## src/logic/rename_pkg.sv

```systemverilog
// shared sizes, index types and alu opcodes of the rename core, imported by every rtl block
package rename_pkg;

	// ==================================================
	// sizes
	// ==================================================
	localparam int DATA_W    = 32;                  // datapath width
	localparam int AREG_NUM  = 32;                  // architectural regs
	localparam int ZERO_REG  = 31;                  // hardwired zero, never renamed
	localparam int PREG_NUM  = 48;                  // physical regs
	localparam int FREE_NUM  = PREG_NUM - AREG_NUM; // spare tags after reset
	localparam int ROB_DEPTH = 32;
	localparam int IMM_W     = 16;

	// index widths
	localparam int AREG_W   = $clog2(AREG_NUM);
	localparam int PREG_W   = $clog2(PREG_NUM);
	localparam int ROB_W    = $clog2(ROB_DEPTH);
	localparam int FL_PTR_W = $clog2(FREE_NUM);

	// ==================================================
	// types
	// ==================================================
	typedef logic [DATA_W-1:0]   data_t;
	typedef logic [AREG_W-1:0]   areg_t;
	typedef logic [PREG_W-1:0]   preg_t;
	typedef logic [ROB_W-1:0]    rob_idx_t;
	typedef logic [IMM_W-1:0]    imm_t;
	typedef logic [ROB_W:0]      rob_cnt_t;   // one extra bit so full fits
	typedef logic [FL_PTR_W-1:0] fl_ptr_t;
	typedef logic [FL_PTR_W:0]   fl_cnt_t;

	// alu ops, all arithmetic wraps mod 2^32
	typedef enum logic [2:0] {
		OP_ADD = 3'd0, // a + b
		OP_SUB = 3'd1, // a - b
		OP_AND = 3'd2,
		OP_OR  = 3'd3,
		OP_XOR = 3'd4,
		OP_LDI = 3'd5  // zero-extended immediate
	} alu_op_e;

endpackage : rename_pkg

```

## src/logic/pipe_ifs.sv

```systemverilog
// stage-to-stage bundles of the core, issue from rename to execute and rob allocation at rename
`timescale 1ns/1ps

// ==================================================
// renamed instruction, rename -> execute
// ==================================================
interface issue_if import rename_pkg::*; ();
	logic     valid;     // one instr per cycle, no ready
	alu_op_e  op;
	preg_t    dest_preg; // new tag for the dest
	preg_t    srca_preg;
	preg_t    srcb_preg;
	logic     srca_zero; // source a is the zero reg
	logic     srcb_zero;
	imm_t     imm;
	rob_idx_t rob_idx;   // slot to mark done
	logic     has_dest;  // write the prf

	modport rename_mp (output valid, op, dest_preg, srca_preg, srcb_preg,
		srca_zero, srcb_zero, imm, rob_idx, has_dest);
	modport exec_mp (input valid, op, dest_preg, srca_preg, srcb_preg,
		srca_zero, srcb_zero, imm, rob_idx, has_dest);
endinterface : issue_if

// ==================================================
// rob allocation, rename <-> rob
// ==================================================
interface rob_alloc_if import rename_pkg::*; ();
	logic     valid;     // allocate on every edge it is high
	areg_t    areg_dest;
	preg_t    new_preg;
	preg_t    old_preg;  // freed at retire
	logic     has_dest;
	logic     full;
	rob_idx_t tail_idx;  // slot the next allocation takes

	modport rename_mp (output valid, areg_dest, new_preg, old_preg, has_dest,
		input full, tail_idx);
	modport rob_mp (input valid, areg_dest, new_preg, old_preg, has_dest,
		output full, tail_idx);
endinterface : rob_alloc_if

```

## src/logic/free_list.sv

```systemverilog
// circular list of free physical tags, popped at rename and refilled by the rob at retire
`timescale 1ns/1ps

module free_list import rename_pkg::*; (
	input  logic  clk,
	input  logic  rst_n_i,
	input  logic  alloc_i,         // pop head
	input  logic  release_valid_i, // push at tail
	input  preg_t release_preg_i,
	output preg_t free_preg_o,
	output logic  free_empty_o
);

	preg_t   fl_mem [FREE_NUM];
	fl_ptr_t fl_head;
	fl_ptr_t fl_tail;
	fl_cnt_t fl_count;
	logic    do_pop;

	assign free_preg_o  = fl_mem[fl_head]; // next tag handed out
	assign free_empty_o = (fl_count == '0);
	assign do_pop       = alloc_i && !free_empty_o;

	// tags 32..47 are free after reset, 0..31 sit in the map table
	always_ff @(posedge clk) begin
		if (!rst_n_i) begin
			for (int i = 0; i < FREE_NUM; i++) begin
				fl_mem[i] <= preg_t'(AREG_NUM + i);
			end
			fl_head  <= '0;
			fl_tail  <= '0;
			fl_count <= fl_cnt_t'(FREE_NUM);
		end else begin
			if (release_valid_i) begin
				fl_mem[fl_tail] <= release_preg_i;
				fl_tail <= (fl_tail == fl_ptr_t'(FREE_NUM - 1)) ? '0 : fl_tail + 1'b1;
			end
			if (do_pop) begin
				fl_head <= (fl_head == fl_ptr_t'(FREE_NUM - 1)) ? '0 : fl_head + 1'b1;
			end
			// both on one edge leaves the count alone
			case ({release_valid_i, do_pop})
				2'b10:   fl_count <= fl_count + 1'b1;
				2'b01:   fl_count <= fl_count - 1'b1;
				default: fl_count <= fl_count;
			endcase
		end
	end

endmodule : free_list

```

## src/logic/rename_stage.sv

```systemverilog
// rename stage, map table lookup and update, accept rule, rob allocation and issue register
`timescale 1ns/1ps

module rename_stage import rename_pkg::*; (
	input  logic           clk,
	input  logic           rst_n_i,
	// decoded instruction in
	input  logic           in_valid_i,
	input  alu_op_e        in_op_i,
	input  areg_t          in_dest_i,
	input  areg_t          in_srca_i,
	input  areg_t          in_srcb_i,
	input  imm_t           in_imm_i,
	output logic           in_ready_o,
	// freed tags from retire
	input  logic           release_valid_i,
	input  preg_t          release_preg_i,
	issue_if.rename_mp     issue,
	rob_alloc_if.rename_mp alloc
);

	preg_t map_tbl [AREG_NUM]; // arch -> phys
	preg_t free_preg;
	logic  free_empty;
	logic  dest_real;          // dest gets a new tag
	logic  accept;
	logic  fl_alloc;

	// ==================================================
	// acceptance
	// ==================================================
	assign dest_real  = (in_dest_i != areg_t'(ZERO_REG));
	// zero-reg writes need a rob slot only
	assign in_ready_o = !alloc.full && (!free_empty || !dest_real);
	assign accept     = in_valid_i && in_ready_o;
	assign fl_alloc   = accept && dest_real;

	// rob slot for every accepted instr
	assign alloc.valid     = accept;
	assign alloc.areg_dest = in_dest_i;
	assign alloc.new_preg  = free_preg;
	assign alloc.old_preg  = map_tbl[in_dest_i]; // superseded tag
	assign alloc.has_dest  = dest_real;

	free_list free_list_inst (
		.clk             (clk),
		.rst_n_i         (rst_n_i),
		.alloc_i         (fl_alloc),
		.release_valid_i (release_valid_i),
		.release_preg_i  (release_preg_i),
		.free_preg_o     (free_preg),
		.free_empty_o    (free_empty)
	);

	// ==================================================
	// map table
	// ==================================================
	// identity after reset, sources below see the old entry on the update edge
	always_ff @(posedge clk) begin
		if (!rst_n_i) begin
			for (int i = 0; i < AREG_NUM; i++) begin
				map_tbl[i] <= preg_t'(i);
			end
		end else if (fl_alloc) begin
			map_tbl[in_dest_i] <= free_preg;
		end
	end

	// ==================================================
	// issue register
	// ==================================================
	always_ff @(posedge clk) begin
		if (!rst_n_i) begin
			issue.valid <= 1'b0;
		end else begin
			issue.valid <= accept;
		end
	end

	always_ff @(posedge clk) begin
		if (accept) begin
			issue.op        <= in_op_i;
			issue.dest_preg <= alloc.new_preg;
			issue.srca_preg <= map_tbl[in_srca_i];
			issue.srcb_preg <= map_tbl[in_srcb_i];
			issue.srca_zero <= (in_srca_i == areg_t'(ZERO_REG)); // read as zero
			issue.srcb_zero <= (in_srcb_i == areg_t'(ZERO_REG));
			issue.imm       <= in_imm_i;
			issue.rob_idx   <= alloc.tail_idx;
			issue.has_dest  <= alloc.has_dest;
		end
	end

endmodule : rename_stage

```

## src/flat_wrapper.sv

```systemverilog
// flat-port wrapper written by rule: the top's interface ports become plain ports
module rename_stage_flat import rename_pkg::*;
  (clk, rst_n_i, in_valid_i, in_op_i, in_dest_i, in_srca_i, in_srcb_i, in_imm_i, in_ready_o, release_valid_i, release_preg_i, issue_valid, issue_op, issue_dest_preg, issue_srca_preg, issue_srcb_preg, issue_srca_zero, issue_srcb_zero, issue_imm, issue_rob_idx, issue_has_dest, alloc_valid, alloc_areg_dest, alloc_new_preg, alloc_old_preg, alloc_has_dest, alloc_full, alloc_tail_idx);
  issue_if issue_i ();
  rob_alloc_if alloc_i ();
  input  logic clk;
  input  logic rst_n_i;
  input  logic in_valid_i;
  input  alu_op_e in_op_i;
  input  areg_t in_dest_i;
  input  areg_t in_srca_i;
  input  areg_t in_srcb_i;
  input  imm_t in_imm_i;
  output logic in_ready_o;
  input  logic release_valid_i;
  input  preg_t release_preg_i;
  output wire logic [$bits(issue_i.valid)-1:0] issue_valid;
  output wire logic [$bits(issue_i.op)-1:0] issue_op;
  output wire logic [$bits(issue_i.dest_preg)-1:0] issue_dest_preg;
  output wire logic [$bits(issue_i.srca_preg)-1:0] issue_srca_preg;
  output wire logic [$bits(issue_i.srcb_preg)-1:0] issue_srcb_preg;
  output wire logic [$bits(issue_i.srca_zero)-1:0] issue_srca_zero;
  output wire logic [$bits(issue_i.srcb_zero)-1:0] issue_srcb_zero;
  output wire logic [$bits(issue_i.imm)-1:0] issue_imm;
  output wire logic [$bits(issue_i.rob_idx)-1:0] issue_rob_idx;
  output wire logic [$bits(issue_i.has_dest)-1:0] issue_has_dest;
  output wire logic [$bits(alloc_i.valid)-1:0] alloc_valid;
  output wire logic [$bits(alloc_i.areg_dest)-1:0] alloc_areg_dest;
  output wire logic [$bits(alloc_i.new_preg)-1:0] alloc_new_preg;
  output wire logic [$bits(alloc_i.old_preg)-1:0] alloc_old_preg;
  output wire logic [$bits(alloc_i.has_dest)-1:0] alloc_has_dest;
  input wire logic [$bits(alloc_i.full)-1:0] alloc_full;
  input wire logic [$bits(alloc_i.tail_idx)-1:0] alloc_tail_idx;
  assign issue_valid = issue_i.valid;
  assign issue_op = issue_i.op;
  assign issue_dest_preg = issue_i.dest_preg;
  assign issue_srca_preg = issue_i.srca_preg;
  assign issue_srcb_preg = issue_i.srcb_preg;
  assign issue_srca_zero = issue_i.srca_zero;
  assign issue_srcb_zero = issue_i.srcb_zero;
  assign issue_imm = issue_i.imm;
  assign issue_rob_idx = issue_i.rob_idx;
  assign issue_has_dest = issue_i.has_dest;
  assign alloc_valid = alloc_i.valid;
  assign alloc_areg_dest = alloc_i.areg_dest;
  assign alloc_new_preg = alloc_i.new_preg;
  assign alloc_old_preg = alloc_i.old_preg;
  assign alloc_has_dest = alloc_i.has_dest;
  assign alloc_i.full = alloc_full;
  assign alloc_i.tail_idx = alloc_tail_idx;
  rename_stage u_core (.clk(clk), .rst_n_i(rst_n_i), .in_valid_i(in_valid_i), .in_op_i(in_op_i), .in_dest_i(in_dest_i), .in_srca_i(in_srca_i), .in_srcb_i(in_srcb_i), .in_imm_i(in_imm_i), .in_ready_o(in_ready_o), .release_valid_i(release_valid_i), .release_preg_i(release_preg_i), .issue(issue_i), .alloc(alloc_i));
endmodule
```

## config.mk

```make
export PLATFORM = sky130hd
export DESIGN_NAME = rename_stage_flat
export DESIGN_NICKNAME = d
export VERILOG_FILES = /design/src/logic/rename_pkg.sv /design/src/logic/pipe_ifs.sv /design/src/logic/free_list.sv /design/src/logic/rename_stage.sv /design/src/flat_wrapper.sv
export SDC_FILE = /design/constraint.sdc
export NUM_CORES = 1
export LEC_CHECK = 0
export BUFFER_PORTS_ARGS = -buffer_cell sky130_fd_sc_hd__buf_2
export CAP_MARGIN = 20
export CELL_PAD_IN_SITES_DETAIL_PLACEMENT = 1
export CELL_PAD_IN_SITES_GLOBAL_PLACEMENT = 1
export CORE_MARGIN = 2
export CORE_UTILIZATION = 30
export CTS_CLUSTER_SIZE = 40
export DETAILED_ROUTE_END_ITERATION = 6
export GPL_TIMING_DRIVEN = 0
export PLACE_DENSITY = 0.51
export SYNTH_ARGS = -nofsm -noshare
export SYNTH_HDL_FRONTEND = slang
export SYNTH_HIERARCHICAL = 1
export SYNTH_SLANG_ARGS = --single-unit
```

## constraint.sdc

```tcl
create_clock -name clk -period 6.4 [get_ports clk]
set_input_delay 1.6 -clock clk [delete_from_list [all_inputs] [get_ports clk]]
set_output_delay 1.6 -clock clk [all_outputs]
set_load 0.01 [all_outputs]
```

== Word level (Yosys, flattened, before mapping) ==
Memory sizes are Yosys's and may differ from the RTL's. A register that Yosys moved wholly into a read port is not among the register bits.
Cells that the tools add are included.
Widths: inputs -> output; s select.
Word-level totals
  logic and storage cells: 54
  memories kept: 2
  latch bits: 0
  memory bits (writable): 288
  output and inout bits: 66
  register bits after elaboration: 47
  ROM bits: 0
Cells by class
  reduce and logical (&&, ||, !) cells: 12
  magnitude comparators: 0
  shift-type cells: 0
  divide/modulo/power cells: 0
  multiplexer cells: 18
  multipliers: 0
  eq/ne operators: 7
  bitwise logic cells: 0
  $add $sub $neg: 4
Memory list
  u_core.map_tbl: words 32, width 6, rd ports 3, clocked after Yosys merged registers in 2, wr ports 32, line rename_stage.sv:22  | preg_t map_tbl [AREG_NUM];
  u_core.free_list_inst.fl_mem: words 16, width 6, rd ports 1, clocked after Yosys merged registers in 1, wr ports 16, line free_list.sv:14  | preg_t fl_mem [FREE_NUM];
Operator list (number)
  $mux 4: 5
  $mux 6: 2
  $reduce_or 6->1: 2
  $eq 5x5->1 const B: 2
  $pmux 5 s2: 1
  $mux 1: 9
  $add 4x1->4 const B: 2
  $eq 4x4->1 const B: 2
  $add 5x1->5 const B: 1
  $logic_not 5->1: 1
  $mux 5: 1
  $ne 5x5->1 const B: 1
  $sub 5x1->5 const B: 1
  $logic_and 1x1->1: 4
  $logic_not 1->1: 3
  $eq 2x1->1 const B: 1
  $eq 2x2->1 const B: 1
  $reduce_bool 2->1: 1
  $logic_or 1x1->1: 1

== Longest topological paths before layout ==
  word-level depth: 11
  mapped depth: 16

== By module ==
The synthesis kept the hierarchy.
Modules (own cells, without submodules)
  rename_stage: area an instance 13565.5 um^2, cells each 970, times used 1
  free_list: area an instance 5352.6 um^2, cells each 411, times used 1

== Worst setup path after synthesis ==
OpenSTA, ideal clock, no wires.
  path type: input-to-reg
  start point: input port in_dest_i[4]
  end point: register u_core.free_list_inst.fl_count[4]
  cell stages on the path: 16
  arrival time: 6.783 ns
  library setup time: 0.096 ns
  data required time: 6.304 ns
  slack: -0.479 ns
  buffers on the path: 3
  cells stage by stage: buf_2 > and3_1 > clkbuf_1 > nand3_1 > a21oi_1 > and2_1 > o21ai_4 > inv_1 > ha_1 > buf_2 > xor2_1 > ha_1 > o21ai_0 > nor3b_1 > nor4_1 > nor4b_1
Between the ends
  word-level cells in the longest chain between the ends: 9
RTL lines
  start: declaration: line flat_wrapper.sv:10  | input areg_t in_dest_i;
  $ne 5x5->1 (*): line rename_stage.sv:32  | assign dest_real = (in_dest_i != areg_t'(ZERO_REG));
  via alloc_has_dest: line flat_wrapper.sv:31  | output wire logic [$bits(alloc_i.has_dest)-1:0] alloc_has_dest;
  $logic_not 1->1 (*): line rename_stage.sv:34  | assign in_ready_o = !alloc.full && (!free_empty || !dest_real);
  $logic_or 1x1->1 (*): line rename_stage.sv:34
  $logic_and 1x1->1 (*): line rename_stage.sv:34
  $logic_and 1x1->1 (*): line rename_stage.sv:35  | assign accept = in_valid_i && in_ready_o;
  via alloc_valid: line flat_wrapper.sv:27  | output wire logic [$bits(alloc_i.valid)-1:0] alloc_valid;
  $logic_and 1x1->1 (*): line rename_stage.sv:36  | assign fl_alloc = accept && dest_real;
  via u_core.fl_alloc: line rename_stage.sv:27  | logic fl_alloc;
  $logic_and 1x1->1 (*): line free_list.sv:22  | assign do_pop = alloc_i && !free_empty_o;
  $eq 2x1->1 or $eq 2x2->1 (tied branches): line free_list.sv:42  | case ({release_valid_i, do_pop})
  $pmux 5 s2 or $reduce_bool 2->1 (tied branches)
  end signal: assignment: line free_list.sv:43  | 2'b10: fl_count <= fl_count + 1'b1;
  end signal: assignment: line free_list.sv:44  | 2'b01: fl_count <= fl_count - 1'b1;
  end signal: assignment: line free_list.sv:45  | default: fl_count <= fl_count;
  end: declaration: line free_list.sv:17  | fl_cnt_t fl_count;
The timed path passes the listed nets; every way through them passes the cells marked *.
A chain may end at the register's enable or synchronous reset.

== Final worst setup path ==
  start point: input port in_dest_i[4]
  end point: output port alloc_valid
Between the ends
  word-level cells in the longest chain between the ends: 5
RTL lines (line)
  $ne 5x5->1: rename_stage.sv:32
  $logic_not 1->1: rename_stage.sv:34
  $logic_or 1x1->1: rename_stage.sv:34
  $logic_and 1x1->1: rename_stage.sv:34
  $logic_and 1x1->1: rename_stage.sv:35
  end: declaration: flat_wrapper.sv:27
Every way passes these cells.

==> impl_metrics.yaml <==
yosys:
  synth_top_family_by_area: "multiplexers"
  synth_top_cell_area_share: 0.5286
  synthMuxAreaShare: 0.1958
  synth_compound_area_frac: 0.07169
  synth_edf_count: 333
  ys_top_cells_by_area: "edfxtp_1 53%, mux4_2 14%, mux2i_1 4.8%"
  synth_xor_area_frac: 0.002778
  synth_cells: 1381
  avgSynthCellArea_sq_um: 13.70
  synth-simple-area-share: 0.1354
  synth-adder-area-share: 0.005952
  synth_commonest_cells: "333 x edfxtp_1, 121 x mux4_2, 91 x mux2i_1, 91 x or3_1, 83 x and2_1"
  async_reset_ff_frac: 0
  synthesis.area_sq_um: 18920
  ys_seq_area_frac: 0.5476
  ys_types: 63
  synth_top_area_cell: "edfxtp_1"
  synth.ff_latch_count: 351
  yosys_warnings: 6
  synth_ff_type: "edfxtp_1"
  yosysMostFrequentCell: "edfxtp_1"
drt:
  post-route-drc-count: 0
  wl_per_cell_microns: 31.39
  routed_via_density: 5.667
  vias: 13828
  ant_nets: 0
  wl_mm: 76.59
  drtIter0Drc: 1273
  first_pass_iters: 5
layout:
  drive_above_1_share: 0.2425
  syn_to_final_growth_pct: 16.53
  n_fill_cell: 6641
  fin_area_sq_um: 22050
  nets: 1618
timing:
  slew_viol_final: 0
  fin_worst_skew_ns: 0.04260
  finalHoldViolCount: 0
  slew_headroom: 0.2047
  rsz0062_at_grt: "false"
  worst_slew_pin_slew_ns: 1.189
  setup_viol: 0
  timing.final.crit_share: 0.9247
  fmax_ghz: 0.1690
  worst_slack_ns: 0.4820
  period_minus_slack_ns: 5.918
worst_setup_path:
  cp_max_fo: 29
  crit_start: "in_dest_i[4]"
  r2r-end: "u_core/free_list_inst/fl_count[4]"
  path_class: "in2out"
  start_kind: "input pin"
  end_kind: "output port"
  r2r_slack_ns: 2.62
  regToRegStartpoint: "u_core/free_list_inst/fl_count[2]"
  rr_worst_depth: 14
  critical_path_arrival_ns: 4.32
  required_ns: 4.80
place:
  placed_area_sq_um: 20600
  place_ws_ns: 0.3514
  gp_congestion: 0.9364
  port_buffers: 110
  dp_hpwl_mm: 56.17
clock_network:
  cts-hold-fix-buffers: 0
  path_clk_slew_ns: 0.05
  cts_buffers: 42
  cts_resized: 0
  htree_levels: 2
  clk_latency_ns: 0.60
  tritoncts: "built"
  clockBufferDepth: 3
  clock-root-buffer: "clkbuf_16"
  cts_setup_buffers: 0
  cts_sinks: 351
power:
  switching_share: 0.2737
  pwr-share-comb: 0.132
  power_density_nw_per_um2: 263.7
  ir_worst_vdd_uv: 181.9
  p_int_mw: 4.223
  p_leak_nw: 7.367
  seqPwrFrac: 0.454
  p_clk_frac: 0.414
  switching_power_mw: 1.591
die:
  io_pins: 116
  die_height_microns: 255.1
  dieArea_sq_um: 65090
  placementRows: 92
  chipWidth_microns: 255.1
  start_util: 0.3016
  core_area_sq_um: 62740
global_route:
  first_global_vias: 13923
  antenna_found_initial: 4
  grt.total_usage: 0.2351
  gr-total-overflow: 0
  grt_max_degree: 30
  grt_pass1_wl_mm: 106.6
worst_hold_path:
  min_to: "u_core/free_list_inst/fl_count[3]"
  min_path_type: "reg2reg"
  hp-start: "u_core/free_list_inst/fl_count[3]"
  hold_path_depth: 2
run:
  maxCapViolCount: 0
outcome:
  status: "complete, no violations"
-- power by group through the flow --
stage	sequential, mW	clock (mW)	combinational, mW
after detailed placement	2.69	0	0.761
after CTS	2.64	2.47	0.764
after global placement	2.68	0	0.752
after floorplan	2.67	0	0.410
final	2.64	2.41	0.767
after global routing	2.65	2.55	0.805
-- registers in the layout, indices dropped and copies added, names as in the netlist, named ones only --
register / flops
u_core/issue.srcb_preg: 6
u_core/issue.srca_preg: 6
u_core/issue.valid: 1
u_core/issue.has_dest: 1
u_core/free_list_inst/fl_count: 5
u_core/free_list_inst/fl_head: 4
u_core/free_list_inst/fl_mem: 96
u_core/issue.srcb_zero: 1
u_core/issue.op: 3
u_core/map_tbl: 192
u_core/issue.imm: 16
u_core/issue.rob_idx: 5
u_core/issue.srca_zero: 1
u_core/free_list_inst/fl_tail: 4
u_core/issue.dest_preg: 6
-- how the worst max path moves through the flow --
| stage | cells after the start | end |
|---|---|---|
| 2_1_floorplan | 16 | u_core/free_list_inst/fl_count[4] |
| 3_3_place_gp | 17 | u_core/free_list_inst/fl_count[4] |
| 3_5_place_dp | 17 | u_core/free_list_inst/fl_count[4] |
| 4_1_cts | 8 | alloc_valid |
| 5_1_grt | 8 | alloc_valid |
| 6_report | 8 | alloc_valid |
-- logic make-up (layout without fill, tap and decap cells) --
family | count (synthesis) | in the layout
and+or+nand+nor | 449 | 449
DFF | 351 | 351
muxes | 218 | 218
AOI/OAI and AO/OA | 194 | 194
buffers and inverters | 152 | 359
adders and majority gates | 9 | 9
xor gates and xnor gates | 6 | 6
other | 2 | 8
-- through the flow --
| step | TNS [ns] | instances | total power, mW | hold WS, ns | util |
|---|---|---|---|---|---|
| finish | 0 | 2440 | 5.814 | 0.5369 | 0.3514 |
| global route | 0 | 2438 | 5.997 | 0.5642 | 0.3513 |
| CTS | 0 | 2423 | 5.875 | 0.5478 | 0.3500 |
| detailed placement | 0 | 2346 | 3.447 | 0.5345 | 0.3284 |
| global placement | -3.301 | 2341 | 3.437 | 0.5281 | 0.3275 |
| floorplan | 0 | 1385 | 3.084 | 0.4924 | - |
-- per-layer routing --
metal | global-route usage | routed length [microns] | vias to the layer above
met5 | 0 | 10 | -
li1 | - | - | 5817
met2 | 0.3811 | 36030 | 588
met1 | 0.3118 | 32090 | 7279
met4 | 0.09791 | 3377 | 2
met3 | 0.04007 | 5083 | 142
-- cells in the final DEF (no fill, tap or decap), drive strengths merged, types with 17 or more instances in the layout --
cell type	n
mux2i	91
nand2	55
and3	57
clkbuf	143
buf	181
mux4	121
clkinv	17
nor2	40
nand3	19
a21oi	17
edfxtp	333
dfxtp	18
and2	83
a211oi	25
nor2b	20
or3	91
o21ai	44
nor3	34
a22oi	54
-- cell type report --
type,count,area [sq um],share of cell area
sequential,351,10360,0.4699
multi-input combinational,882,7821,0.3548
clock buffer,54,1096,0.04972
tap,846,1059,0.04801
buffer,140,718.2,0.03258
timing repair buffer,130,683.2,0.03099
clock inverter,23,259.0,0.01175
inverter,12,45.04,0.002043
antenna,2,5.005,0.0002270
-- critical path, stage by stage --
cell	delay [ns]
buf_2	0.15
buf_2	0.23
and3_1	0.18
clkbuf_1	0.46
nand3_1	0.40
a21oi_4	0.81
buf_12	0.28
buf_2	0.16
Power figures use the tool's default switching activity.
