**config.mk**
```make
export PLATFORM = sky130hd
export DESIGN_NAME = rob_flat
export DESIGN_NICKNAME = d
export VERILOG_FILES = /design/src/logic/rename_pkg.sv /design/src/logic/pipe_ifs.sv /design/src/logic/rob.sv /design/src/flat_wrapper.sv
export SDC_FILE = /design/constraint.sdc
export NUM_CORES = 1
export LEC_CHECK = 0
export BUFFER_PORTS_ARGS = -buffer_cell sky130_fd_sc_hd__buf_2
export CORE_MARGIN = 2
export CORE_UTILIZATION = 23
export CTS_CLUSTER_DIAMETER = 80
export DETAILED_ROUTE_END_ITERATION = 7
export GPL_TIMING_DRIVEN = 0
export HOLD_SLACK_MARGIN = 0.05
export PLACE_DENSITY = 0.41
export SKIP_CTS_REPAIR_TIMING = 1
export SKIP_LAST_GASP = 1
export SYNTH_ARGS = -nofsm -noshare
export SYNTH_HDL_FRONTEND = slang
export SYNTH_SLANG_ARGS = --single-unit
```
**constraint.sdc**
```tcl
create_clock -name clk -period 3.45 [get_ports clk]
set_input_delay 0.5175 -clock clk [delete_from_list [all_inputs] [get_ports clk]]
set_output_delay 0.5175 -clock clk [all_outputs]
set_load 0.05 [all_outputs]
```
**src/logic/rename_pkg.sv**
```systemverilog
// shared sizes, index types and alu opcodes of the rename core, imported by every rtl block
package rename_pkg;

	// ==================================================
	// sizes
	// ==================================================
	localparam int DATA_W    = 32;                  // datapath width
	localparam int AREG_NUM  = 32;                  // architectural regs
	localparam int ZERO_REG  = 31;                  // hardwired zero, never renamed
	localparam int PREG_NUM  = 48;                  // physical regs
	localparam int FREE_NUM  = PREG_NUM - AREG_NUM; // spare tags after reset
	localparam int ROB_DEPTH = 32;
	localparam int IMM_W     = 16;

	// index widths
	localparam int AREG_W   = $clog2(AREG_NUM);
	localparam int PREG_W   = $clog2(PREG_NUM);
	localparam int ROB_W    = $clog2(ROB_DEPTH);
	localparam int FL_PTR_W = $clog2(FREE_NUM);

	// ==================================================
	// types
	// ==================================================
	typedef logic [DATA_W-1:0]   data_t;
	typedef logic [AREG_W-1:0]   areg_t;
	typedef logic [PREG_W-1:0]   preg_t;
	typedef logic [ROB_W-1:0]    rob_idx_t;
	typedef logic [IMM_W-1:0]    imm_t;
	typedef logic [ROB_W:0]      rob_cnt_t;   // one extra bit so full fits
	typedef logic [FL_PTR_W-1:0] fl_ptr_t;
	typedef logic [FL_PTR_W:0]   fl_cnt_t;

	// alu ops, all arithmetic wraps mod 2^32
	typedef enum logic [2:0] {
		OP_ADD = 3'd0, // a + b
		OP_SUB = 3'd1, // a - b
		OP_AND = 3'd2,
		OP_OR  = 3'd3,
		OP_XOR = 3'd4,
		OP_LDI = 3'd5  // zero-extended immediate
	} alu_op_e;

endpackage : rename_pkg

```
**src/logic/pipe_ifs.sv**
```systemverilog


// ==================================================
// rob allocation, rename <-> rob
// ==================================================
interface rob_alloc_if import rename_pkg::*; ();
	logic     valid;     // allocate on every edge it is high
	areg_t    areg_dest;
	preg_t    new_preg;
	preg_t    old_preg;  // freed at retire
	logic     has_dest;
	logic     full;
	rob_idx_t tail_idx;  // slot the next allocation takes

	modport rename_mp (output valid, areg_dest, new_preg, old_preg, has_dest,
		input full, tail_idx);
	modport rob_mp (input valid, areg_dest, new_preg, old_preg, has_dest,
		output full, tail_idx);
endinterface : rob_alloc_if

```
**src/logic/rob.sv**
```systemverilog
// reorder buffer, collects completions and retires in program order, freeing superseded tags
`timescale 1ns/1ps

module rob import rename_pkg::*; (
	input  logic           clk,
	input  logic           rst_n_i,
	rob_alloc_if.rob_mp    alloc,
	// completion from execute
	input  logic           done_valid_i,
	input  rob_idx_t       done_idx_i,
	input  data_t          done_value_i,
	// retire port
	output logic           retire_valid_o,
	input  logic           retire_ready_i,
	output areg_t          retire_dest_o,
	output data_t          retire_value_o,
	// tag back to the free list
	output logic           release_valid_o,
	output preg_t          release_preg_o
);

	// entry fields
	areg_t                rob_dest     [ROB_DEPTH];
	preg_t                rob_old_preg [ROB_DEPTH];
	data_t                rob_value    [ROB_DEPTH];
	logic [ROB_DEPTH-1:0] rob_has_dest;
	logic [ROB_DEPTH-1:0] rob_done;

	rob_idx_t rob_head; // oldest
	rob_idx_t rob_tail; // next free slot
	rob_cnt_t rob_count;
	logic     retire_fire;

	assign alloc.full     = (rob_count == rob_cnt_t'(ROB_DEPTH));
	assign alloc.tail_idx = rob_tail;

	// ==================================================
	// retire and release
	// ==================================================
	assign retire_valid_o  = rob_done[rob_head]; // cleared once the slot retires
	assign retire_fire     = retire_valid_o && retire_ready_i;
	assign retire_dest_o   = rob_dest[rob_head];
	assign retire_value_o  = rob_has_dest[rob_head] ? rob_value[rob_head] : '0;
	assign release_valid_o = retire_fire && rob_has_dest[rob_head];
	assign release_preg_o  = rob_old_preg[rob_head];

	// ==================================================
	// pointers and done bits
	// ==================================================
	always_ff @(posedge clk) begin
		if (!rst_n_i) begin
			rob_head  <= '0;
			rob_tail  <= '0;
			rob_count <= '0;
			rob_done  <= '0;
		end else begin
			if (alloc.valid) begin
				rob_done[rob_tail] <= 1'b0; // fresh slot
				rob_tail <= (rob_tail == rob_idx_t'(ROB_DEPTH - 1)) ? '0 : rob_tail + 1'b1;
			end
			if (done_valid_i) begin
				rob_done[done_idx_i] <= 1'b1;
			end
			if (retire_fire) begin
				rob_done[rob_head] <= 1'b0;
				rob_head <= (rob_head == rob_idx_t'(ROB_DEPTH - 1)) ? '0 : rob_head + 1'b1;
			end
			case ({alloc.valid, retire_fire})
				2'b10:   rob_count <= rob_count + 1'b1;
				2'b01:   rob_count <= rob_count - 1'b1;
				default: rob_count <= rob_count;
			endcase
		end
	end

	// entry payload, written at allocation and at completion
	always_ff @(posedge clk) begin
		if (alloc.valid) begin
			rob_dest[rob_tail]     <= alloc.areg_dest;
			rob_old_preg[rob_tail] <= alloc.old_preg;
			rob_has_dest[rob_tail] <= alloc.has_dest;
		end
		if (done_valid_i) begin
			rob_value[done_idx_i] <= done_value_i;
		end
	end

endmodule : rob

```
**src/flat_wrapper.sv**
```systemverilog
// flat-port wrapper written by rule: the top's interface ports become plain ports
module rob_flat import rename_pkg::*;
  (clk, rst_n_i, done_valid_i, done_idx_i, done_value_i, retire_valid_o, retire_ready_i, retire_dest_o, retire_value_o, release_valid_o, release_preg_o, alloc_valid, alloc_areg_dest, alloc_new_preg, alloc_old_preg, alloc_has_dest, alloc_full, alloc_tail_idx);
  rob_alloc_if alloc_i ();
  input  logic clk;
  input  logic rst_n_i;
  input  logic done_valid_i;
  input  rob_idx_t done_idx_i;
  input  data_t done_value_i;
  output logic retire_valid_o;
  input  logic retire_ready_i;
  output areg_t retire_dest_o;
  output data_t retire_value_o;
  output logic release_valid_o;
  output preg_t release_preg_o;
  input wire logic [$bits(alloc_i.valid)-1:0] alloc_valid;
  input wire logic [$bits(alloc_i.areg_dest)-1:0] alloc_areg_dest;
  input wire logic [$bits(alloc_i.new_preg)-1:0] alloc_new_preg;
  input wire logic [$bits(alloc_i.old_preg)-1:0] alloc_old_preg;
  input wire logic [$bits(alloc_i.has_dest)-1:0] alloc_has_dest;
  output wire logic [$bits(alloc_i.full)-1:0] alloc_full;
  output wire logic [$bits(alloc_i.tail_idx)-1:0] alloc_tail_idx;
  assign alloc_i.valid = alloc_valid;
  assign alloc_i.areg_dest = alloc_areg_dest;
  assign alloc_i.new_preg = alloc_new_preg;
  assign alloc_i.old_preg = alloc_old_preg;
  assign alloc_i.has_dest = alloc_has_dest;
  assign alloc_full = alloc_i.full;
  assign alloc_tail_idx = alloc_i.tail_idx;
  rob u_core (.clk(clk), .rst_n_i(rst_n_i), .alloc(alloc_i), .done_valid_i(done_valid_i), .done_idx_i(done_idx_i), .done_value_i(done_value_i), .retire_valid_o(retire_valid_o), .retire_ready_i(retire_ready_i), .retire_dest_o(retire_dest_o), .retire_value_o(retire_value_o), .release_valid_o(release_valid_o), .release_preg_o(release_preg_o));
endmodule
```
* Word-level counts from Yosys, hierarchy flattened *
Memory sizes are Yosys's and may differ from the RTL's. A register that Yosys moved wholly into a read port is not among the register bits.
Index checks and enable logic that the tools add are counted.

operators by class
  add/sub/neg operators = 4
  order comparisons = 6
  equal/unequal tests = 5
  muxes and demuxes = 30
  bitwise logic cells = 5
  reductions and logical operators = 6

operators by type and width
  cell                   count
  $mux W32               6
  $and A32 B32 Y32       2
  $not A32 Y32           2
  $mux W5                8
  $bwmux W32             1
  $or A32 B32 Y32        1
  $lt A5 B6 Y1 const B   3
  $demux W1 S5           3
  $ge A5 B1 Y1 const B   3
  $pmux W6 S2            1
  $add A5 B1 Y5 const B  2
  $bmux W1 S5            2
  $eq A5 B5 Y1 const B   2
  $mux W1                9
  $add A6 B1 Y6 const B  1
  $eq A6 B6 Y1 const B   1
  $sub A6 B1 Y6 const B  1
  $logic_and A1 B1 Y1    5
  $eq A2 B1 Y1 const B   1
  $eq A2 B2 Y1 const B   1
  $reduce_bool A2 Y1     1

storage, ports and cells
  bits in registers = 80
  memory bits (writable) = 1376
  bits of input ports = 60
  output and inout port bits = 51
  logic and storage cells = 64
  memories = 3

memories
  name                 depth  width  read ports  clocked after memory_dff  write ports  RTL line   RTL
  u_core.rob_value     32     32     1           1                         1            rob.sv:25  data_t rob_value [ROB_DEPTH];
  u_core.rob_old_preg  32     6      1           1                         1            rob.sv:24  preg_t rob_old_preg [ROB_DEPTH];
  u_core.rob_dest      32     5      1           1                         1            rob.sv:23  areg_t rob_dest [ROB_DEPTH];

* Logic depth before layout (Yosys ltp) *
Gate-level depths: netlist (run 1).

  depth after elaboration = 13
  mapped depth = 17
  mapped depth without buffers = 13

* Worst setup path after synthesis (run 1) *
Ideal clock, no wire load.

  path kind = register to register
  start = register u_core.rob_head[0]
  end = register u_core.rob_count[4]
  setup time = 121 ps
  arrival = 3406 ps
  required time = 3329 ps
  path slack = -77 ps
  cell stages (with the launch flop) = 17
  path buffers = 3
  period minus slack after synthesis = 3527 ps
  cells stage by stage = dfxtp_1 buf_2 inv_1 nor4_1 nor4_4 a41oi_2 buf_2 ha_1 clkbuf_1 xor2_1 ha_1 a21oi_1 o21bai_1 a221o_1 nand2_1 a21oi_1 mux2i_1

on the way
  longest elaborated chain between the ends = 5
  elaborated cells between the ends (all ways) = 7
  classes of those cells = eq/ne: 2; mux: 3; reduce/logical: 2

ends and longest elaborated chain
  what                                               RTL line   RTL
  from (decl)                                        rob.sv:29  rob_idx_t rob_head;
  from (signal assigned)                             rob.sv:66  rob_head <= (rob_head == rob_idx_t'(ROB_DEPTH - 1)) ? '0 : rob_head + 1'b1;
  $bmux W1 S5 *                                      rob.sv:40  assign retire_valid_o = rob_done[rob_head];
  $mux W1 (implied by the code) *                    rob.sv:40
  $logic_and A1 B1 Y1 *                              rob.sv:41  assign retire_fire = retire_valid_o && retire_ready_i;
  $eq A2 B1 Y1 or $eq A2 B2 Y1 (tied branches)       rob.sv:68  case ({alloc.valid, retire_fire})
  $pmux W6 S2 or $reduce_bool A2 Y1 (tied branches)  --
  to (signal assigned)                               rob.sv:69  2'b10: rob_count <= rob_count + 1'b1;
  to (signal assigned)                               rob.sv:70  2'b01: rob_count <= rob_count - 1'b1;
  to (signal assigned)                               rob.sv:71  default: rob_count <= rob_count;
  to (decl)                                          rob.sv:31  rob_cnt_t rob_count;

Mark *: on every way between the ends. The rest lies on a longest branch, timed or not. The select of a mux whose other input is x is not followed.
A chain may end at the register's enable or synchronous reset.

==> results of run 1 <==
synthesized netlist by cell type (3+ instances only):
library cell,instances,area share [%]
sky130_fd_sc_hd__mux4_2,440,18
sky130_fd_sc_hd__nor2b_1,38,0.42
sky130_fd_sc_hd__o22ai_1,3,0.033
sky130_fd_sc_hd__mux2i_1,47,0.83
sky130_fd_sc_hd__and2_1,5,0.055
sky130_fd_sc_hd__inv_1,9,0.060
sky130_fd_sc_hd__and3_1,5,0.055
sky130_fd_sc_hd__nor3b_1,4,0.053
sky130_fd_sc_hd__nand2_1,13,0.086
sky130_fd_sc_hd__a31oi_1,25,0.28
sky130_fd_sc_hd__xor2_1,4,0.062
sky130_fd_sc_hd__o21ai_1,4,0.035
sky130_fd_sc_hd__clkbuf_1,72,0.48
sky130_fd_sc_hd__or3_1,3,0.033
sky130_fd_sc_hd__nor3_1,4,0.035
sky130_fd_sc_hd__nor2_1,105,0.70
sky130_fd_sc_hd__buf_2,51,0.45
sky130_fd_sc_hd__ha_1,13,0.29
sky130_fd_sc_hd__dfxtp_1,53,1.9
sky130_fd_sc_hd__a21boi_0,3,0.040
sky130_fd_sc_hd__o21ai_0,37,0.33
sky130_fd_sc_hd__a21oi_1,15,0.13
sky130_fd_sc_hd__nand2b_1,6,0.066
sky130_fd_sc_hd__edfxtp_1,1408,75
sky130_fd_sc_hd__mux2_2,12,0.24
sky130_fd_sc_hd__nand3_1,10,0.089
sky130_fd_sc_hd__a22oi_1,4,0.053
sky130_fd_sc_hd__nand3b_1,12,0.16
sky130_fd_sc_hd__or3b_2,7,0.11
sky130_fd_sc_hd__buf_1,7,0.047
flip-flops by register name (all words and copies together) (netlist names), named ones only:
signal                 cells
u_core.rob_head            5
u_core.rob_done           32
u_core.rob_value        1024
u_core.rob_old_preg      192
u_core.alloc.tail_idx      5
u_core.rob_count           6
u_core.rob_has_dest       32
u_core.rob_dest          160
final cells by class:
class                   count  area [um2]  area share (%)
clock inverters            82       810.8           1.148
inverters                   9       33.78         0.04785
plain buffers             130        1484           2.102
repair buffers            244        3178           4.502
multi-input cells         845       13260           18.79
flip-flops and latches   1461       43360           61.41
well taps                3202        4006           5.675
diodes                      4       10.01         0.01418
clock buffers             218        4454           6.309
layer usage:
layer / global-route usage [%] / vias up / routed length [um]
li1: - / 11300 / -
met1: 18.08 / 14970 / 75950
met2: 20.59 / 729 / 78220
met3: 2.704 / 235 / 8521
met4: 3.316 / 18 / 3185
met5: 0 / - / 80
logic make-up (layout without fill, tap and decap cells):
family | Yosys count | in the layout
AND/OR/NAND/NOR | 224 | 224
adder cells (fa/ha/maj) | 13 | 13
buffers and inverters | 142 | 683
other | 0 | 4
XOR/XNOR | 5 | 5
flip-flops | 1461 | 1461
multiplexers | 500 | 500
AO/OA/AOI/OAI | 103 | 103
how the worst min path moves through the flow:
stage | startpoint | end | slack, ns | cells past startpoint
after floorplan | u_core.rob_count[4] | u_core.rob_count[4] | 0.47 | 2
after global placement | u_core.rob_count[4] | u_core.rob_count[4] | 0.51 | 2
after detailed placement | u_core.rob_count[4] | u_core.rob_count[4] | 0.50 | 2
after CTS | rst_n_i | u_core.rob_count[4] | 0.02 | 3
after global routing | rst_n_i | u_core.rob_count[4] | 0.07 | 3
final | rst_n_i | u_core.rob_count[4] | 0.11 | 3
report_power, final:
group	leakage [nW]	internal (mW)	switching, mW	total (mW)
logic	5.51	0.278	0.672	0.949
registers	13.1	19.6	0.0450	19.7
clock network	2.54	9.81	7.31	17.1
total	21.2	29.7	8.03	37.7
through the flow:
stage,TNS (ns),hold slack (ns)
2_1_floorplan,0,0.4652
3_3_place_gp,-2209.03,0.5089
4_1_cts,-86.24,0.02238
6_report,-16.17,0.1066
5_1_grt,-21.46,0.06671
3_5_place_dp,-46.64,0.4985
worst max-delay path, stage by stage, from the launching register on:
cell and delay [ns]:
sky130_fd_sc_hd__dfxtp_4 0.39, sky130_fd_sc_hd__buf_12 0.17, sky130_fd_sc_hd__buf_16 0.20, sky130_fd_sc_hd__buf_12 0.12, sky130_fd_sc_hd__buf_16 0.13, sky130_fd_sc_hd__mux4_2 0.49, sky130_fd_sc_hd__mux4_2 0.57, sky130_fd_sc_hd__mux2i_4 0.30
sky130_fd_sc_hd__nor2_2 0.07, sky130_fd_sc_hd__buf_6 0.16
==> results.md, run 1 <==
- Power density over the cells: 534.6 nW/um2
- Result of the run: finished with violations
- Global route total overflow: 0
- Number of rows created at floorplan: 181
- Core outline area: 243700 um2
- Maximum number of pins on one net before global-route repair: 33
- Total via count in the routed design: 27.25k
- Crit path launch type: flop
- Summed area of non-filler cells in the final layout: 70600 um2
- Capturing element type of the critical path: output pin
- Peak supply drop: 0.3544 mV
- Failing checks: negative setup slack
- Post-DR wirelength/cell: 26.79 um
- Main synth FF type: sky130_fd_sc_hd__edfxtp_1
- Count of placed standard cells including taps: 5839
- Launch point of the worst reg-to-reg path: u_core.rob_head[1]
- Number of max-slew violations in the final report: 0
- Final-stage net count: 2930
- First-pass GRT wire length: 227100 um
- Post-synthesis adder-cell area fraction: 0.2880%
- HPWL after detailed placement: 108600 um
- Placed Instance Area: 63020 um2
- Largest fanout on the critical path: 8
- Fraction of the cycle the final worst path needs: 113.4%
- EDFF count, synth: 1408
- Critical path data arrival time: 3.40 ns
- Syn_nets: 2521
- Count of different cell masters after synthesis: 54
- Setup slack, reg-to-reg: 0.07 ns
- Worst-case clock skew: 0.02812 ns
- Type of the worst setup path: flop to output pin
- CP Capture Point: retire_value_o[30]
- Sequential area share after synthesis: 76.73%
- Global-route usage over all layers: 12.98%
- Die Outline Area: 249600 um2
- Main combinational cell family by area after synthesis: multiplexers
- Number of buffers added on ports: 103
- Count of cells along the worst register-to-register path: 17
- I/O pins: 111
- Setup repair after global routing missed its margin: true
- Number of antenna violations at the first check in global routing: 19
- Initial standard-cell utilization of the core: 23.18%
- Die X-Extent: 499.6 um
- Final number of setup-violating endpoints: 44
- # H-tree levels: 4
- Max-capacitance violation count: 0
- Final core utilization: 28.97%
- Synthesized cell area: 56490 um2
- Area Overhead vs Synth: 24.98%
- Vias per std cell: 4.399
- Height of the die: 499.6 um
- Async set-reset flop share out of synthesis: 0%
- Count of warnings emitted by yosys: 0
- End of the worst register-to-register path: u_core.rob_count[4]
- Complex-gate fraction of the synthesized area: 1.099%
- Most common cell after layout, fill and taps aside: sky130_fd_sc_hd__edfxtp_1
- Simple-gate area share of the yosys netlist: 2.075%
- Clock Root Buffer: sky130_fd_sc_hd__clkbuf_16
- Number of clock buffers inserted by TritonCTS: 166
- Proportion of layout cells with a drive suffix above 1: 38.57%
- Clock transition at the register clock pins on the worst setup and hold paths after CTS: 0.06 ns
- Worst Path Required: 2.93 ns
- Post-synthesis xor/xnor area fraction: 0.07753%
- 1st-iter DRT viols: 2745
- Post-layout power: 37.74 mW
- Total routed wirelength: 166000 um
- Post-synthesis instance total: 2448
- Count of final hold-check violations: 0
- Number of cells in the finished layout apart from fillers: 6195
- Hold Crit Class: primary input to flop
- Final Worst Setup Slack: -0.4626 ns
- Most used cells in the layout excluding fill and tap cells: sky130_fd_sc_hd__edfxtp_1, sky130_fd_sc_hd__mux4_2, sky130_fd_sc_hd__clkbuf_16, sky130_fd_sc_hd__buf_2, sky130_fd_sc_hd__buf_6
- Worst-Skew Late Latency: 0.81 ns
- Count of unresolved DRC violations after routing: 0
- Via count of the first global-routing pass: 27.74k
- Number of flip-flops and latches in the synthesized netlist: 1461
- Share of cell area taken by muxes after synthesis: 18.64%
- Place WS: -1.470 ns
- First-pass detailed-route iteration total: 5
- Filler Cells Inserted: 23.76k
- Transition time of the tightest slew-check pin: 1.168 ns
- Clk sink count: 1461
- DRT antenna net count: 0
- Maximum operating frequency: 255.6 MHz
- Average size of a mapped cell: 23.07 um2
- Leakage dissipation: 21.17 nW
- Post-layout min period: 3.913 ns
- Routability-driven placement congestion ratio: 0.7378
- TritonCTS clock tree: built
- Clock tree buffer depth: 3
- Worst slew margin relative to its limit: 22.12%
No activity file was read; power rests on OpenSTA's default activity.
==> run 2, diff against run 1 <==
--- a/config.mk
+++ b/config.mk
@@ -6,13 +6,15 @@
 export NUM_CORES = 1
 export LEC_CHECK = 0
 export BUFFER_PORTS_ARGS = -buffer_cell sky130_fd_sc_hd__buf_2
+export CAP_MARGIN = 20
 export CORE_MARGIN = 2
 export CORE_UTILIZATION = 23
-export CTS_CLUSTER_DIAMETER = 80
+export CTS_CLUSTER_DIAMETER = 200
 export DETAILED_ROUTE_END_ITERATION = 7
 export GPL_TIMING_DRIVEN = 0
 export HOLD_SLACK_MARGIN = 0.05
 export PLACE_DENSITY = 0.41
+export RECOVER_POWER = 25
 export SKIP_CTS_REPAIR_TIMING = 1
 export SKIP_LAST_GASP = 1
 export SYNTH_ARGS = -nofsm -noshare
==> run 2 against run 1 <==
The flow still finishes with violations (negative setup slack). Sequential cell count stayed put. Clock power hardly changed. First-iteration DRC count is 3.8% higher. Critical path type unchanged. Highest routed layer unchanged.
==> results.md, run 2 (synthesis gave the netlist of run 1 again) <==
- Total routed wirelength: 165900 um (was 166000 um)
- Count of unresolved DRC violations after routing: 0 (unchanged)
- Clk sink count: 1461 (unchanged)
- Global route total overflow: 0 (unchanged)
- Biggest regs: u_core.rob_value x1024, u_core.rob_old_preg x192, u_core.rob_dest x160 (unchanged)
- Clock Root Buffer: sky130_fd_sc_hd__clkbuf_16 (unchanged)
- Type of the worst setup path: flop to output pin (unchanged)
- Max-capacitance violation count: 0 (unchanged)
- Via count of the first global-routing pass: 28.01k (was 27.74k)
- Clock transition at the register clock pins on the worst setup and hold paths after CTS: 0.06 ns (about the same)
- Worst hold margin: 0.1353 ns (was 0.1066 ns)
- Launch point of the worst reg-to-reg path: u_core.rob_head[1] (unchanged)
- Fraction of the cycle the final worst path needs: 115.8% (was 113.4%)
- Setup repair after global routing missed its margin: true (unchanged)
- Net switching power: 8.054 mW (was 8.030 mW)
- Die Outline Area: 249600 um2 (unchanged)
- Worst-case clock skew: 0.04088 ns (was 0.02812 ns)
- Global-route usage over all layers: 13.05% (was 12.98%)
- Peak supply drop: 0.4589 mV (was 0.3544 mV)
- Count of cells along the worst register-to-register path: 17 (unchanged)
- Number of buffers added on ports: 103 (unchanged)
- HPWL after detailed placement: 109800 um (was 108600 um)
- # H-tree levels: 4 (unchanged)
- Most used cells in the layout excluding fill and tap cells: sky130_fd_sc_hd__edfxtp_1, sky130_fd_sc_hd__mux4_2, sky130_fd_sc_hd__clkbuf_16, sky130_fd_sc_hd__clkbuf_1, sky130_fd_sc_hd__buf_2 (was sky130_fd_sc_hd__edfxtp_1, sky130_fd_sc_hd__mux4_2, sky130_fd_sc_hd__clkbuf_16, sky130_fd_sc_hd__buf_2, sky130_fd_sc_hd__buf_6)
- Logic pwr share: 2.5% (about the same)
- Power density over the cells: 533.1 nW/um2 (was 534.6 nW/um2)
- 1st-iter DRT viols: 2848 (was 2745)
- Final core utilization: 28.83% (was 28.97%)
- Number of antenna violations at the first check in global routing: 19 (unchanged)
- DRT antenna net count: 0 (unchanged)
- Final Worst Setup Slack: -0.5468 ns (was -0.4626 ns)
- Proportion of layout cells with a drive suffix above 1: 37.43% (was 38.57%)
- I/O pins: 111 (unchanged)
- Capturing element type of the critical path: output pin (unchanged)
- Total via count in the routed design: 27.34k (was 27.25k)
- Final number of setup-violating endpoints: 44 (unchanged)
- Vias per std cell: 4.411 (was 4.399)
- Result of the run: finished with violations (unchanged)
- Largest fanout on the critical path: 10 (was 8)
- Worst slew margin relative to its limit: 6.522% (was 22.12%)
- End of the worst register-to-register path: u_core.rob_count[4] (unchanged)
- Setup slack, reg-to-reg: 0.04 ns (was 0.07 ns)
- First-pass GRT wire length: 228300 um (was 227100 um)
- Clock tree buffer depth: 3 (unchanged)
- Maximum number of pins on one net before global-route repair: 33 (unchanged)
- First-pass detailed-route iteration total: 5 (unchanged)
- Place WS: -1.139 ns (was -1.470 ns)
- TritonCTS clock tree: built (unchanged)
- Final-stage net count: 2932 (was 2930)
- CP Capture Point: retire_value_o[24] (was retire_value_o[30])
- Transition time of the tightest slew-check pin: 1.402 ns (was 1.168 ns)
- Critical path data arrival time: 3.48 ns (was 3.40 ns)
- Leakage dissipation: 20.99 nW (was 21.17 nW)
- Post-DR wirelength/cell: 26.76 um (was 26.79 um)
- Clock network fraction of total power: 45.0% (was 45.4%)
- Proportion of total power due to net switching: 21.51% (was 21.27%)
- Failing checks: negative setup slack (unchanged)
- Die X-Extent: 499.6 um (unchanged)
- Most common cell after layout, fill and taps aside: sky130_fd_sc_hd__edfxtp_1 (unchanged)
- Crit path launch type: flop (unchanged)
- Height of the die: 499.6 um (unchanged)
- Internal: 29.39 mW (was 29.71 mW)
- Hold Crit Class: primary input to flop (unchanged)
- Count of final hold-check violations: 0 (unchanged)
- Post-layout min period: 3.997 ns (was 3.913 ns)
- Area Overhead vs Synth: 24.37% (was 24.98%)
- Worst-Skew Late Latency: 0.82 ns (was 0.81 ns)
- Number of max-slew violations in the final report: 0 (unchanged)
- Core outline area: 243700 um2 (unchanged)
- Share of power burned in registers: 52.5% (was 52.1%)
- Flip-flop count of the largest register after layout: 1024 (unchanged)
- Maximum operating frequency: 250.2 MHz (was 255.6 MHz)
- Routability-driven placement congestion ratio: 0.7378 (unchanged)
- Register with the most flip-flops: u_core.rob_value (unchanged)
- Number of clock buffers inserted by TritonCTS: 168 (was 166)
- Initial standard-cell utilization of the core: 23.18% (unchanged)
- Number of rows created at floorplan: 181 (unchanged)
- Worst Path Required: 2.93 ns (about the same)
-- run 2: cell types whose count changed in the layout (fill, tap and decap cells not counted), sizes merged --
cell,change
clkinv,+4
bufinv,-5
diode,-3
buf,-30
clkbuf,+37
-- run 2: cell type report --
| type | instances | area, um2 |
|---|---|---|
| clock buffer | 225 | 4492 |
| inverter | 9 | 33.78 |
| clock inverter | 81 | 691.9 |
| tap | 3202 | 4006 |
| sequential | 1461 | 43360 |
| buffer | 130 | 1291 |
| multi-input combinational | 845 | 13300 |
| timing repair buffer | 244 | 3079 |
| fill | 23740 | 173400 |
| antenna | 1 | 2.502 |
-- run 2: worst min path at each step --
stage / start / to / slack (ns) / cells past startpoint
2_1_floorplan: u_core.rob_count[4] / u_core.rob_count[4] / 0.47 / 2
3_3_place_gp: u_core.rob_count[4] / u_core.rob_count[4] / 0.51 / 2
3_5_place_dp: u_core.rob_count[4] / u_core.rob_count[4] / 0.50 / 2
4_1_cts: rst_n_i / u_core.rob_count[4] / 0.07 / 3
5_1_grt: rst_n_i / u_core.rob_count[4] / 0.12 / 3
6_report: rst_n_i / u_core.rob_count[4] / 0.14 / 3
-- run 2: critical path: stages (launching register included) --
cell and delay [ns]:
sky130_fd_sc_hd__dfxtp_1 0.37, sky130_fd_sc_hd__buf_8 0.18, sky130_fd_sc_hd__buf_4 0.21, sky130_fd_sc_hd__buf_8 0.19
sky130_fd_sc_hd__buf_6 0.22, sky130_fd_sc_hd__mux4_2 0.37, sky130_fd_sc_hd__mux4_2 0.58, sky130_fd_sc_hd__mux2i_2 0.24
sky130_fd_sc_hd__nor2_1 0.07, sky130_fd_sc_hd__buf_2 0.22
-- run 2: metrics by stage --
stage	cells	setup TNS (ns)	total power [mW]	area, um2
floorplan	2448	0	20.38	56500
global placement	5753	-2209.03	20.86	61020
detailed placement	5852	-33.20	20.93	63230
CTS	6158	-73.18	37.89	68410
global route	6198	-24.27	38.72	70250
finish	6198	-18.52	37.45	70250
-- run 2: power groups by stage --
stage / Sequential, mW / Combinational, mW / Clock [mW]
final: 19.7 / 0.931 / 16.8
after global routing: 19.7 / 1.00 / 18.0
after CTS: 19.7 / 0.894 / 17.3
after detailed placement: 20.0 / 0.895 / 0
after global placement: 20.0 / 0.814 / 0
after floorplan: 20.0 / 0.338 / 0
-- run 2: metal layers --
| layer | global-route usage (%) | share of wire (%) |
|---|---|---|
| met1 | 18.18 | 45 |
| met2 | 20.61 | 47 |
| met3 | 2.912 | 5.9 |
| met4 | 3.154 | 2.0 |
| met5 | 0 | 0.068 |
